**src/sm83_defines.svh**
```systemverilog
`ifndef SM83_DEFINES_SVH
`define SM83_DEFINES_SVH

`define SM83_ADDR_W 16
`define SM83_DATA_W 8
`define SM83_STEP_W 3

`define SM83_RESET_PC 16'h0000
`define SM83_OP_NOP 8'h00

`endif

```
**src/sm83_isa_pkg.sv**
```systemverilog
`default_nettype none

package sm83_isa_pkg;

    typedef struct packed {
        logic [1:0] x;                  // Block
        logic [2:0] y;                  // Destination or ALU op
        logic [2:0] z;                  // Source
    } op_xyz_t;

    typedef struct packed {
        logic [1:0] x;
        logic [1:0] p;                  // Register pair
        logic       q;
        logic [2:0] z;
    } op_xpqz_t;

    typedef union packed {
        op_xyz_t  xyz;
        op_xpqz_t xpqz;
    } opcode_u;

    typedef enum logic [3:0] {
        NONE, Z, W, B, C, D, E, H, L, PCH, PCL, A, MEM
    } reg8_t;

    typedef enum logic [2:0] {WZ, BC, DE, HL, PC} reg16_t;

    typedef enum logic [1:0] {COND_NZ, COND_Z, COND_NC, COND_C} cond_t;

    typedef enum logic [2:0] {
        ALU_ADD, ALU_ADC, ALU_SUB, ALU_SBC, ALU_AND, ALU_XOR, ALU_OR, ALU_CP
    } alu_op_t;

    typedef struct packed {
        logic z;
        logic n;
        logic h;
        logic c;
    } flags_t;

endpackage

`default_nettype wire

```
**src/sm83_uop_pkg.sv**
```systemverilog
`default_nettype none

package sm83_uop_pkg;

    // Accumulator input of the ALU
    typedef enum logic [1:0] {ACC_A, ACC_DB, ACC_PCL} s_acc_t;

    // Second ALU operand
    typedef enum logic {ARG_DB, ARG_ONE} s_arg_t;

    // Source of the 8-bit writeback
    typedef enum logic {R_WB_DB, R_WB_ALU} s_r_wb_t;

    // Source of the 16-bit writeback
    typedef enum logic [1:0] {RR_WB_NONE, RR_WB_IDU, RR_WB_WZ} s_rr_wb_t;

    typedef enum logic [1:0] {INC, DEC, ADJ, HOLD} idu_mode_t;

endpackage

`default_nettype wire

```
**src/sm83_ifs.sv**
```systemverilog
`timescale 1ns/1ns
`default_nettype none
`include "sm83_defines.svh"

interface uop_if
    import sm83_isa_pkg::*, sm83_uop_pkg::*;
();
    reg16_t    s_ab;                    // Address bus source
    reg8_t     s_db;                    // Data bus source
    reg8_t     t_db;                    // Data bus target
    s_r_wb_t   s_r_wb;
    alu_op_t   alu_op;
    s_acc_t    s_acc;
    s_arg_t    s_arg;
    idu_mode_t idu;
    s_rr_wb_t  s_rr_wb;
    reg16_t    t_rr_wb;
    logic      wr_pc;                   // PC takes the IDU output

    modport dec (output s_ab, s_db, t_db, s_r_wb, alu_op, s_acc, s_arg,
                 output idu, s_rr_wb, t_rr_wb, wr_pc);
    modport dp  (input s_ab, s_db, t_db, s_r_wb, alu_op, s_acc, s_arg,
                 input idu, s_rr_wb, t_rr_wb, wr_pc);
endinterface

interface alu_if
    import sm83_isa_pkg::*;
();
    logic [`SM83_DATA_W-1:0] acc;
    logic [`SM83_DATA_W-1:0] arg;
    alu_op_t                 op;
    flags_t                  flags_in;
    logic [`SM83_DATA_W-1:0] result;
    flags_t                  flags_out;

    modport dp  (output acc, arg, op, flags_in, input result, flags_out);
    modport alu (input acc, arg, op, flags_in, output result, flags_out);
endinterface

interface seq_if
    import sm83_isa_pkg::*;
();
    logic                    done;      // Last step, IR takes the fetched byte
    logic                    is_cond;
    logic [`SM83_STEP_W-1:0] next_cond; // Step taken when the condition fails
    cond_t                   cond;

    modport dec (output done, is_cond, next_cond, cond);
    modport seq (input done, is_cond, next_cond, cond);
endinterface

`default_nettype wire

```
**src/sm83_alu.sv**
```systemverilog
`timescale 1ns/1ns
`default_nettype none
`include "sm83_defines.svh"

module sm83_alu
    import sm83_isa_pkg::*;
(
    alu_if.alu alu
);
    logic                    sub;
    logic                    cin;
    logic [`SM83_DATA_W:0]   full;      // Top bit is carry or borrow out of bit 7
    logic [4:0]              half;      // Top bit is carry or borrow out of bit 3

    always_comb begin
        sub = alu.op inside {ALU_SUB, ALU_SBC, ALU_CP};
        cin = (alu.op == ALU_ADC || alu.op == ALU_SBC) && alu.flags_in.c;
        if (sub) begin
            full = {1'b0, alu.acc} - {1'b0, alu.arg} - {8'd0, cin};
            half = {1'b0, alu.acc[3:0]} - {1'b0, alu.arg[3:0]} - {4'd0, cin};
        end else begin
            full = {1'b0, alu.acc} + {1'b0, alu.arg} + {8'd0, cin};
            half = {1'b0, alu.acc[3:0]} + {1'b0, alu.arg[3:0]} + {4'd0, cin};
        end
        alu.flags_out.n = sub;
        alu.flags_out.h = half[4];
        alu.flags_out.c = full[8];
        case (alu.op)
            ALU_AND: alu.result = alu.acc & alu.arg;
            ALU_XOR: alu.result = alu.acc ^ alu.arg;
            ALU_OR:  alu.result = alu.acc | alu.arg;
            default: alu.result = full[7:0];
        endcase
        if (alu.op inside {ALU_AND, ALU_XOR, ALU_OR}) begin
            alu.flags_out.h = (alu.op == ALU_AND);  // Only AND sets H
            alu.flags_out.c = 1'b0;
        end
        alu.flags_out.z = (alu.result == '0);
    end
endmodule

`default_nettype wire

```
**src/sm83_sequencer.sv**
```systemverilog
`timescale 1ns/1ns
`default_nettype none
`include "sm83_defines.svh"

module sm83_sequencer
    import sm83_isa_pkg::*;
(
    input  logic                    clk,
    input  logic                    rst,
    input  logic                    step_ack,
    input  flags_t                  flags,
    input  logic [`SM83_DATA_W-1:0] fetched,
    seq_if.seq                      seq,
    output opcode_u                 ir,
    output logic [`SM83_STEP_W-1:0] step
);
    logic cond_met;

    always_comb begin
        case (seq.cond)
            COND_NZ: cond_met = !flags.z;
            COND_Z:  cond_met = flags.z;
            COND_NC: cond_met = !flags.c;
            default: cond_met = flags.c;
        endcase
    end

    always_ff @(posedge clk) begin
        if (rst) begin
            ir   <= opcode_u'(`SM83_OP_NOP);  // First step fetches at the reset PC
            step <= '0;
        end else if (step_ack) begin
            if (seq.done) begin
                ir   <= opcode_u'(fetched);
                step <= '0;
            end else if (seq.is_cond && !cond_met) begin
                step <= seq.next_cond;
            end else begin
                step <= step + 1'b1;
            end
        end
    end
endmodule

`default_nettype wire

```
**src/sm83_decoder.sv**
```systemverilog
`timescale 1ns/1ns
`default_nettype none
`include "sm83_defines.svh"

module sm83_decoder
    import sm83_isa_pkg::*, sm83_uop_pkg::*;
(
    input  opcode_u                 ir,
    input  logic [`SM83_STEP_W-1:0] step,
    uop_if.dec                      uop,
    seq_if.dec                      seq
);
    localparam logic [`SM83_STEP_W-1:0] JR_FETCH_STEP = 3;

    logic [1:0] x;
    logic [2:0] y;
    logic [2:0] z;
    logic [1:0] p;
    logic       q;
    logic       rd_z;                   // Step reads an operand byte into Z
    logic       at_hl;                  // Operand address is HL instead of PC

    function automatic reg8_t r8_of(input logic [2:0] f);
        case (f)
            3'd0:    return B;
            3'd1:    return C;
            3'd2:    return D;
            3'd3:    return E;
            3'd4:    return H;
            3'd5:    return L;
            3'd6:    return MEM;
            default: return A;
        endcase
    endfunction

    function automatic reg16_t r16_of(input logic [1:0] f);
        case (f)
            2'd0:    return BC;
            2'd1:    return DE;
            default: return HL;
        endcase
    endfunction

    assign x = ir.xyz.x;
    assign y = ir.xyz.y;
    assign z = ir.xyz.z;
    assign p = ir.xpqz.p;
    assign q = ir.xpqz.q;

    always_comb begin
        // Every step starts out as the opcode fetch at PC
        seq.done      = 1'b1;
        seq.is_cond   = 1'b0;
        seq.next_cond = JR_FETCH_STEP;
        seq.cond      = cond_t'(y[1:0]);
        uop.s_ab      = PC;
        uop.s_db      = NONE;
        uop.t_db      = NONE;
        uop.s_r_wb    = R_WB_DB;
        uop.alu_op    = alu_op_t'(y);
        uop.s_acc     = ACC_A;
        uop.s_arg     = ARG_DB;
        uop.idu       = INC;
        uop.s_rr_wb   = RR_WB_NONE;
        uop.t_rr_wb   = WZ;
        uop.wr_pc     = 1'b1;
        rd_z          = 1'b0;
        at_hl         = 1'b0;
        case (x)
            2'd0: begin
                if (z == 3'd0 && (y == 3'd3 || y[2])) begin     // JR e, JR cc,e
                    case (step)
                        3'd0: begin
                            rd_z        = 1'b1;
                            seq.is_cond = y[2];
                        end
                        3'd1: begin                             // WZ takes PC + e
                            seq.done    = 1'b0;
                            uop.wr_pc   = 1'b0;
                            uop.idu     = ADJ;
                            uop.s_db    = Z;
                            uop.t_db    = Z;
                            uop.s_r_wb  = R_WB_ALU;
                            uop.alu_op  = ALU_ADD;
                            uop.s_acc   = ACC_PCL;
                            uop.s_rr_wb = RR_WB_IDU;
                        end
                        3'd2:    uop.s_ab = WZ;
                        default: ;
                    endcase
                end else if (z == 3'd1 && !q && p != 2'd3) begin // LD rr,nn
                    case (step)
                        3'd0: rd_z = 1'b1;
                        3'd1: begin
                            seq.done = 1'b0;
                            uop.s_db = MEM;
                            uop.t_db = W;
                        end
                        default: begin
                            uop.s_rr_wb = RR_WB_WZ;
                            uop.t_rr_wb = r16_of(p);
                        end
                    endcase
                end else if (z[2:1] == 2'b10 && y != 3'd6) begin // INC r, DEC r
                    uop.s_db   = r8_of(y);
                    uop.t_db   = r8_of(y);
                    uop.s_r_wb = R_WB_ALU;
                    uop.alu_op = z[0] ? ALU_SUB : ALU_ADD;
                    uop.s_acc  = ACC_DB;
                    uop.s_arg  = ARG_ONE;
                end else if (z == 3'd6 && y != 3'd6) begin      // LD r,n
                    if (step == 3'd0) begin
                        rd_z = 1'b1;
                    end else begin
                        uop.s_db = Z;
                        uop.t_db = r8_of(y);
                    end
                end
            end
            2'd1: begin
                if (z == 3'd6 && y != 3'd6) begin               // LD r,(HL)
                    if (step == 3'd0) begin
                        rd_z  = 1'b1;
                        at_hl = 1'b1;
                    end else begin
                        uop.s_db = Z;
                        uop.t_db = r8_of(y);
                    end
                end else if (y == 3'd6 && z != 3'd6) begin      // LD (HL),r
                    if (step == 3'd0) begin
                        seq.done  = 1'b0;
                        uop.wr_pc = 1'b0;
                        uop.s_ab  = HL;
                        uop.s_db  = r8_of(z);
                        uop.t_db  = MEM;
                    end
                end else if (y != 3'd6) begin                   // LD r,r'
                    uop.s_db = r8_of(z);
                    uop.t_db = r8_of(y);
                end
            end
            default: begin
                if (x == 2'd2 || z == 3'd6) begin               // ALU A,r / (HL) / n
                    if (z == 3'd6 && step == 3'd0) begin
                        rd_z  = 1'b1;
                        at_hl = (x == 2'd2);
                    end else begin
                        uop.s_db   = (z == 3'd6) ? Z : r8_of(z);
                        uop.t_db   = (alu_op_t'(y) == ALU_CP) ? NONE : A;
                        uop.s_r_wb = R_WB_ALU;
                    end
                end
            end
        endcase
        if (rd_z) begin
            seq.done = 1'b0;
            uop.s_db = MEM;
            uop.t_db = Z;
            if (at_hl) begin
                uop.s_ab  = HL;
                uop.wr_pc = 1'b0;
            end
        end
    end
endmodule

`default_nettype wire

```
**src/sm83_datapath.sv**
```systemverilog
`timescale 1ns/1ns
`default_nettype none
`include "sm83_defines.svh"

module sm83_datapath
    import sm83_isa_pkg::*, sm83_uop_pkg::*;
(
    input  logic                    clk,
    input  logic                    rst,
    uop_if.dp                       uop,
    alu_if.dp                       alu,
    output logic                    step_ack,
    output flags_t                  flags,
    output logic [`SM83_DATA_W-1:0] fetched,
    output logic                    wb_cyc,
    output logic                    wb_stb,
    output logic                    wb_we,
    output logic [`SM83_ADDR_W-1:0] wb_adr,
    output logic [`SM83_DATA_W-1:0] wb_dat_o,
    input  logic [`SM83_DATA_W-1:0] wb_dat_i,
    input  logic                    wb_ack
);
    logic [`SM83_DATA_W-1:0] a, b, c, d, e, h, l;
    logic [`SM83_DATA_W-1:0] z, w;      // Temporaries
    logic [`SM83_ADDR_W-1:0] pc;
    logic                    active;    // Transfer open, set once out of reset
    logic [`SM83_DATA_W-1:0] db;
    logic [`SM83_DATA_W-1:0] r_data;
    logic [`SM83_ADDR_W-1:0] ab;
    logic [`SM83_ADDR_W-1:0] idu_out;
    logic [`SM83_ADDR_W-1:0] rr_data;

    always_comb begin
        case (uop.s_db)
            Z:       db = z;
            W:       db = w;
            B:       db = b;
            C:       db = c;
            D:       db = d;
            E:       db = e;
            H:       db = h;
            L:       db = l;
            PCH:     db = pc[15:8];
            PCL:     db = pc[7:0];
            A:       db = a;
            MEM:     db = wb_dat_i;
            default: db = '0;
        endcase
        case (uop.s_ab)
            BC:      ab = {b, c};
            DE:      ab = {d, e};
            HL:      ab = {h, l};
            WZ:      ab = {w, z};
            default: ab = pc;
        endcase
        case (uop.idu)
            INC:     idu_out = ab + 16'd1;
            DEC:     idu_out = ab - 16'd1;
            ADJ:     idu_out = {ab[15:8] + {8{db[7]}} + {7'd0, alu.flags_out.c}, ab[7:0]};
            default: idu_out = ab;
        endcase
        case (uop.s_acc)
            ACC_DB:  alu.acc = db;
            ACC_PCL: alu.acc = pc[7:0];
            default: alu.acc = a;
        endcase
    end

    assign alu.arg      = (uop.s_arg == ARG_ONE) ? 8'd1 : db;
    assign alu.op       = uop.alu_op;
    assign alu.flags_in = flags;
    assign r_data       = (uop.s_r_wb == R_WB_ALU) ? alu.result : db;
    assign rr_data      = (uop.s_rr_wb == RR_WB_WZ) ? {w, z} : idu_out;

    assign wb_cyc   = active;
    assign wb_stb   = active;
    assign wb_we    = active && (uop.t_db == MEM);
    assign wb_adr   = ab;
    assign wb_dat_o = db;
    assign step_ack = wb_stb && wb_ack;
    assign fetched  = wb_dat_i;

    always_ff @(posedge clk) begin
        if (rst) begin
            active <= 1'b0;
            pc     <= `SM83_RESET_PC;
            flags  <= '0;
            {a, b, c, d, e, h, l} <= '0;
        end else begin
            active <= 1'b1;
            if (step_ack) begin
                if (uop.s_rr_wb != RR_WB_NONE) begin
                    case (uop.t_rr_wb)
                        BC:      {b, c} <= rr_data;
                        DE:      {d, e} <= rr_data;
                        HL:      {h, l} <= rr_data;
                        WZ:      {w, z} <= rr_data;
                        default: pc <= rr_data;
                    endcase
                end
                if (uop.wr_pc) begin
                    pc <= idu_out;
                end
                case (uop.t_db)             // Z from the ALU overrides the WZ write of JR
                    Z:       z <= r_data;
                    W:       w <= r_data;
                    B:       b <= r_data;
                    C:       c <= r_data;
                    D:       d <= r_data;
                    E:       e <= r_data;
                    H:       h <= r_data;
                    L:       l <= r_data;
                    PCH:     pc[15:8] <= r_data;
                    PCL:     pc[7:0] <= r_data;
                    A:       a <= r_data;
                    default: ;
                endcase
                if (uop.s_r_wb == R_WB_ALU && uop.s_acc != ACC_PCL) begin
                    flags <= alu.flags_out;     // JR offset add leaves flags alone
                    if (uop.s_arg == ARG_ONE) begin
                        flags.c <= flags.c;     // INC and DEC keep the carry
                    end
                end
            end
        end
    end
endmodule

`default_nettype wire

```
**src/sm83_core.sv**
```systemverilog
`timescale 1ns/1ns
`default_nettype none
`include "sm83_defines.svh"

module sm83_core
    import sm83_isa_pkg::*;
(
    input  logic                    clk,
    input  logic                    rst,
    output logic                    wb_cyc,
    output logic                    wb_stb,
    output logic                    wb_we,
    output logic [`SM83_ADDR_W-1:0] wb_adr,
    output logic [`SM83_DATA_W-1:0] wb_dat_o,
    input  logic [`SM83_DATA_W-1:0] wb_dat_i,
    input  logic                    wb_ack
);
    logic                    step_ack;
    flags_t                  flags;
    logic [`SM83_DATA_W-1:0] fetched;   // Next opcode from the overlapped fetch
    opcode_u                 ir;
    logic [`SM83_STEP_W-1:0] step;

    uop_if uop_bus ();
    seq_if seq_bus ();
    alu_if alu_bus ();

    sm83_sequencer i_sequencer (
        .clk      (clk),
        .rst      (rst),
        .step_ack (step_ack),
        .flags    (flags),
        .fetched  (fetched),
        .seq      (seq_bus),
        .ir       (ir),
        .step     (step)
    );

    sm83_decoder i_decoder (
        .ir   (ir),
        .step (step),
        .uop  (uop_bus),
        .seq  (seq_bus)
    );

    sm83_datapath i_datapath (
        .clk      (clk),
        .rst      (rst),
        .uop      (uop_bus),
        .alu      (alu_bus),
        .step_ack (step_ack),
        .flags    (flags),
        .fetched  (fetched),
        .wb_cyc   (wb_cyc),
        .wb_stb   (wb_stb),
        .wb_we    (wb_we),
        .wb_adr   (wb_adr),
        .wb_dat_o (wb_dat_o),
        .wb_dat_i (wb_dat_i),
        .wb_ack   (wb_ack)
    );

    sm83_alu i_alu (
        .alu (alu_bus)
    );
endmodule

`default_nettype wire

```
**config.mk**
```make
export PLATFORM = sky130hd
export DESIGN_NAME = sm83_core
export DESIGN_NICKNAME = d
export VERILOG_FILES = /design/src/sm83_isa_pkg.sv /design/src/sm83_uop_pkg.sv /design/src/sm83_ifs.sv /design/src/sm83_alu.sv /design/src/sm83_sequencer.sv /design/src/sm83_decoder.sv /design/src/sm83_datapath.sv /design/src/sm83_core.sv
export VERILOG_INCLUDE_DIRS = /design/src
export SDC_FILE = /design/constraint.sdc
export NUM_CORES = 1
export LEC_CHECK = 0
export BUFFER_PORTS_ARGS = -buffer_cell sky130_fd_sc_hd__buf_4
export CORE_UTILIZATION = 41
export CTS_CLUSTER_SIZE = 24
export DETAILED_ROUTE_END_ITERATION = 6
export MAX_ROUTING_LAYER = met4
export PLACE_DENSITY = 0.69
export SETUP_SLACK_MARGIN = 0.05
export SLEW_MARGIN = 20
export SYNTH_ARGS = -nofsm -noshare
export SYNTH_HDL_FRONTEND = slang
export SYNTH_SLANG_ARGS = --single-unit
```
**constraint.sdc**
```tcl
create_clock -name clk -period 8.19 [get_ports clk]
set_clock_uncertainty 0.2 [all_clocks]
set_input_delay 0.819 -clock clk [delete_from_list [all_inputs] [get_ports clk]]
set_output_delay 0.819 -clock clk [all_outputs]
set_load 0.01 [all_outputs]
```
# --- Word-level counts from Yosys, hierarchy flattened ---
# Cells that the tools add are included.
op_classes:
  n_div: 0
  n_addsub: 9
  mux: 143
  n_eq_ne: 69
  shifts: 0
  n_reduce_logical: 66
  multipliers: 0
  magnitude_cmp: 0
  bitwise: 5
op_table:
  columns: ["op", "n"]
  rows:
  - ["$mux W8", 28]
  - ["$mux W4", 26]
  - ["$pmux W8 S12", 1]
  - ["$mux W16", 4]
  - ["$pmux W16 S4", 1]
  - ["$pmux W4 S7", 2]
  - ["$mux W3", 18]
  - ["$pmux W16 S3", 1]
  - ["$eq A4 B4 Y1 const B", 10]
  - ["$mux W1", 36]
  - ["$reduce_bool A2 Y1", 17]
  - ["$eq A3 B2 Y1 const B", 11]
  - ["$eq A3 B3 Y1 const B", 11]
  - ["$eq A4 B3 Y1 const B", 8]
  - ["$reduce_and A3 Y1", 9]
  - ["$mux W2", 12]
  - ["$pmux W4 S6", 1]
  - ["$pmux W8 S3", 1]
  - ["$eq A3 B1 Y1 const B", 6]
  - ["$add A16 B1 Y16 const B", 1]
  - ["$eq A4 B2 Y1 const B", 4]
  - ["$pmux W4 S2", 2]
  - ["$pmux W8 S2", 1]
  - ["$sub A16 B1 Y16 const B", 1]
  - ["33 further kinds", 80]
totals:
  rom_bits: 0
  ram_bits: 0
  word_cells: 308
  reg_bits: 102
  memories: 0
  in_bits: 11
  output_inout_bits: 27
  latch_bits: 0

# --- Longest topological paths before layout ---
logic_depth:
  word_depth: 22
  depth_mapped: 37
  ltp_nobuf: 35

# --- By module ---
# From an unflattened synthesis, not the netlist that was laid out.
hier_totals:
  cells_unflattened: 1400
  hier_area_um2: 10690.3
by_module_without_submodules:
  columns: ["module", "cells_per_inst", "seq_area_each_um2", "area_per_inst_um2", "instances"]
  rows:
  - ["sm83_datapath", 984, 2021.9, 7793.7, 1]
  - ["sm83_alu", 205, 0.0, 1457.6, 1]
  - ["sm83_decoder", 153, 0.0, 955.9, 1]
  - ["sm83_sequencer", 58, 220.2, 483.0, 1]

# --- Least setup slack after synthesis ---
# No wires, ideal clock.
synth_timing:
  kind: "register -> register"
  start: "register i_sequencer.step[0]"
  end: "register i_datapath.b[6]"
  setup_ns: 0.101
  slack_ns: 1.069
  synth_period_minus_slack_ns: 7.121
  stages_incl_launch_ff: 37
  arrival_time_ns: 6.820
  path_buffers: 1
  t_required_ns: 7.889
  cell_sequence: "dfxtp_1 inv_1 ha_1 nor2b_1 o311a_1 a32oi_2 nor2_1 and3_1 clkbuf_1 a32o_1 or4_4 a22oi_1 o21a_1 fa_1 inv_1 fa_1 nand2_1 nand2_1 a21oi_1 o21ai_0 a21oi_1 nor2b_1 o21a_1 o31ai_1 a21oi_1 fa_1 fa_1 a21oi_1 nor2_1 nor2_1 o21bai_1 a21oi_1 xnor2_1 o21ai_0 o21ai_1 nor2_1 o41ai_1"
synth_rtl:
  columns: ["item", "line", "rtl"]
  rows:
  - ["start: declaration", "sm83_sequencer.sv:15", "output logic [`SM83_STEP_W-1:0] step"]
  - ["start signal: assignment", "sm83_sequencer.sv:37", "step <= seq.next_cond;"]
  - ["start signal: assignment", "sm83_sequencer.sv:39", "step <= step + 1'b1;"]
  - ["end signal: assignment", "sm83_datapath.sv:94", "BC: {b, c} <= rr_data;"]
  - ["end signal: assignment", "sm83_datapath.sv:107", "B: b <= r_data;"]
  - ["end: declaration", "sm83_datapath.sv:23", "logic [`SM83_DATA_W-1:0] a, b, c, d, e, h, l;"]

==> results by stage <==
Job:
- The count of max-cap constraint violations is 0.

Placed design:
- The number of port buffers is 37.
- The estimated wirelength of the detail-placed design is around 24000 um.
- The setup slack after placement is approximately 0.27 ns.
- Counting tap cells, the placed design contains a total of between 1000 and 1500 instances.
- The global placement routability congestion is just over 1.

Clock network:
- The number of buffers on the longest clock path is 2.
- The hold buffer count at CTS is 0.
- The count of buffers added by post-CTS timing repair for setup is 0.
- The clock drives 102 sinks.
- The post-cts repair resize count is 0.
- The CTS tree is yes.
- Buffers inserted during clock tree synthesis total 9.
- The clock transition at the registers of the reported paths is roughly 0.080 ns.
- The level count of the clock H-tree is 3.
- The clock insertion delay at the later pin of the skew report is roughly 0.37 ns.
- The buffer type at the clock tree root is clkbuf_16.

Synthesis:
- Of the total synthesized cell area, the portion taken by XOR and XNOR cells is 0.03208.
- After synthesis, the share of flip-flops with an asynchronous set or reset is 0.
- By area, the combinational part of the netlist is dominated by compound AO/OA/AOI/OAI gates.
- The number of standard cells after synthesis is ~1100.
- The number of enable flip-flop cells after synthesis is 16.
- For this run, the register share of the synthesized area comes to 0.2520.
- In this run, distinct cell masters in the synthesized netlist total 94.
- The post-synthesis adder-cell area fraction is 0.07246.
- The netlist area before placement is ~8700 sq um.
- The area share of the largest cell type after synthesis is 0.1970.
- Yosys attributes the largest share of cell area to dfxtp_1 20%, nand2_1 6.4%, ha_1 5.9%.
- The post-synthesis compound-gate area fraction is 0.2708.
- The average instance area after synthesis is 7.698 sq um.
- The cell accounting for the most synthesized area is dfxtp_1.
- Counting flops and latches in the post-synthesis netlist gives 102.
- The portion of synthesized area spent on multiplexers is 0.06616.
- The dominant synthesized flop cell is dfxtp_1.
- The fraction of the mapped netlist area in simple logic gates is 0.2516.
- When the netlist entered floorplanning its net count stood at between 1000 and 1500.
- The number of warning messages in the yosys log is 0.

STA:
- The number of max-slew violations in the final report is 0.
- For the pin with the worst max-slew slack, the measured transition is 1.173 ns.
- Setup total negative slack on the finished layout was measured at 0 ns.
- Setup violations remaining at the end of the flow were counted as 0.
- In the finished design, the share of the clock period the worst path needs comes to 0.9285.
- Derived from the worst setup path, the maximum achievable clock frequency is between 100 and 150 MHz.
- The hold violation count in the final report was 0.
- Setup repair after global routing left no endpoint under its margin.
- The final worst setup slack is slightly below 0.6 ns.
- The routed design could run at a clock period as short as roughly 7.6 ns.
- The max-slew headroom at the worst pin is 0.2126.

Critical path:
- STA classifies the critical path startpoint as a flip-flop.
- Of all nets on the critical path, the largest fanout is 6.
- The worst register-to-register path ends at i_datapath.h[6].
- At the worst endpoint, the arrival time is approximately 7.7 ns.
- The worst setup path is captured at a flip-flop.
- On the critical path, the stage with the largest delay is an instance of or4_4.
- Data on the critical path is required at its endpoint by about 8.3 ns.
- The category of the most critical setup path is reg2reg.
- The worst register-to-register path begins at i_sequencer.step[0].
- Setup slack on the worst reg-to-reg path comes out at roughly 0.59 ns.
- The largest single stage delay on the critical path is 0.57 ns.
- The depth of the worst register-to-register path is 35.

Status:
- The run finished, with violations left.
- The final reports fail on design-rule violations.

Detailed routing:
- After the first detailed-routing iteration, the DRC count stood at roughly 1000.
- The average vias per placed instance is between 6 and 7.
- After detailed routing, the average wire length per cell comes to approximately 22 um.
- The first TritonRoute pass finished after 7 iterations.
- After detailed routing, the total wire length is around 32000 um.
- The number of vias after detailed routing is about 9000.
- The number of design rule violations left after detail routing is 1.
- The number of nets with antenna violations after routing is 0.

Final layout:
- The filler cell count in the final layout is roughly 2100.
- The growth of design area from synthesis to finish is 12.33%.
- For this run, the post-layout net count is between 1000 and 1500.
- The library cells used most frequently in the layout, excluding fill and tap cells, are 148 x nand2_1, 100 x nor2_1, 87 x a21oi_1.
- The antenna diode count is 0.
- The area taken by flip-flops and latches is between 2000 and 2500 sq um.
- Of the cells placed in the final design, the portion with a size suffix greater than 1 is 0.1547.
- The area of the multi-input gates is ~6000 sq um.
- For this run, the number of standard cells in the final layout without fillers is approximately 1400.
- The commonest non-fill, non-tap cell in the layout is nand2_1.

Global routing:
- Entering global routing, the biggest net connects 56 pins.
- The number of antenna violations at the first check in global routing came to 0.
- The all-layer global routing usage is 0.3022.
- The wire length of the first global-routing pass is ~49000 um.
- The sum of overflow across all layers after global routing is 0.
- The via count of the first global-routing pass came to a little over 8000.

Pwr:
- Of the total power, combinational logic draws 0.337.
- The share of total power dissipated in the clock network is 0.302.
- Of the total power, the share spent switching nets is 0.3779.
- For this design the ratio of total power to cell area is 150.6 nW/um^2.
- The largest vdd supply drop is between 0.1 and 0.15 mV.
- The total power is approximately 1.5 mW.
- Of the total power, registers draw 0.360.
- The internal power of the cells totals 919.4 uW.
- Summed over all cells, the static leakage comes to 3.746 nW.
- For this design the total switching power over the nets is around 560 uW.

Die:
- The die width is about 150 um.
- The starting density of the core is 0.4169.
- The area of the die is around 22000 sq um.
- The floorplan has 53 rows.
- The standard cell core area is 20960 sq um.
- For this design the top-level I/O count stands at 38.
- The chip height is approximately 150 um.

Hold path:
- The worst hold path was traced through 2 stages.
- The end point of the worst hold path is i_datapath.e[2].
- In this run the most critical hold path is launched from i_datapath.e[2].
- The worst min-delay path category is reg2reg.
-- worst max-delay path, delay by kind of cell (launching register included) --
kind | cells | cell delay [ns]
and+or+nand+nor | 10 | 1.55
DFF | 1 | 0.41
adders and majority gates | 5 | 1.70
AOI/OAI and AO/OA | 17 | 3.34
xor gates and xnor gates | 1 | 0.14
buffers and inverters | 2 | 0.15
-- logic make-up after synthesis --
logic type,Yosys count
AOI/OAI and AO/OA,345
DFF,102
and+or+nand+nor,443
xor gates and xnor gates,32
muxes,53
adders and majority gates,47
buffers and inverters,113
-- cell usage after synthesis, types with 5 or more instances --
master     count
edfxtp_1      16
ha_1          41
o211ai_1      12
mux2i_1       33
o21ai_0       81
clkbuf_1      42
a2111oi_0      7
or3_1          7
a221o_1        6
nand2_1      148
a211oi_1      13
nand4_1       13
nor2_1       102
mux2_2        18
o31ai_1        6
o221a_2       11
a31oi_1        9
and3_1        10
o21a_1         9
a221oi_1       6
nor2b_1        8
xnor2_1       22
and2_1        17
xor2_1        10
a21oi_2        5
nand2b_1      19
a32oi_1        5
o21ai_1       10
a21oi_1       89
a21boi_0       8
inv_1         46
buf_2         14
nor3_1        25
a22oi_1        8
a21o_1         5
fa_1           6
dfxtp_1       86
nand3_1       49
a311oi_1       7
-- how the worst max path moves through the flow --
stage | startpoint | end
floorplan | i_sequencer.step[0] | i_datapath.b[6]
detailed placement | i_sequencer.step[0] | i_datapath.b[6]
global route | i_sequencer.ir[3] | i_datapath.h[6]
finish | i_sequencer.step[0] | i_datapath.h[6]
global placement | i_sequencer.step[0] | i_datapath.b[6]
CTS | i_sequencer.step[0] | i_datapath.b[6]
-- flip-flops by register name, summed over array words and instances (netlist names) --
signal,cells
i_datapath.a,8
i_datapath.alu.flags_in,2
i_datapath.b,8
i_datapath.c,8
i_datapath.d,8
i_datapath.e,8
i_datapath.h,8
i_datapath.l,8
i_datapath.pc,16
i_datapath.w,8
i_datapath.wb_cyc,1
i_datapath.z,8
i_sequencer.ir,8
i_sequencer.step,3
-- routing by layer --
metal | GRT usage | up-vias | wire, um
met1 | 0.3921 | 4265 | 13570
met5 | - | - | 0
li1 | - | 4220 | -
met4 | 0.1433 | 0 | 1519
met2 | 0.4599 | 425 | 14210
met3 | 0.04475 | 88 | 2606
-- power by group through the flow --
| stage | logic (mW) | clock network, mW | registers, mW |
|---|---|---|---|
| global placement | 0.475 | 0 | 0.543 |
| CTS | 0.482 | 0.448 | 0.532 |
| finish | 0.498 | 0.447 | 0.533 |
| global route | 0.539 | 0.473 | 0.534 |
| detailed placement | 0.480 | 0 | 0.543 |
| floorplan | 0.330 | 0 | 0.536 |
-- stage by stage --
| stage | hold WS, ns | area [sq um] | utilization |
|---|---|---|---|
| after global routing | 0.2879 | 9814 | 0.4684 |
| after global placement | 0.2442 | 9410 | 0.4491 |
| final | 0.2599 | 9814 | 0.4684 |
| after detailed placement | 0.2500 | 9438 | 0.4504 |
| after floorplan | 0.2316 | 8737 | - |
| after CTS | 0.2589 | 9741 | 0.4648 |
-- cell type report --
class,instances,area share
inverter,48,0.01836
multi-input combinational,920,0.6242
clock buffer,9,0.02295
clock inverter,7,0.007904
sequential,102,0.2253
timing repair buffer,84,0.06629
tap,275,0.03506
Note: power is estimated with default switching activity, not from simulation.
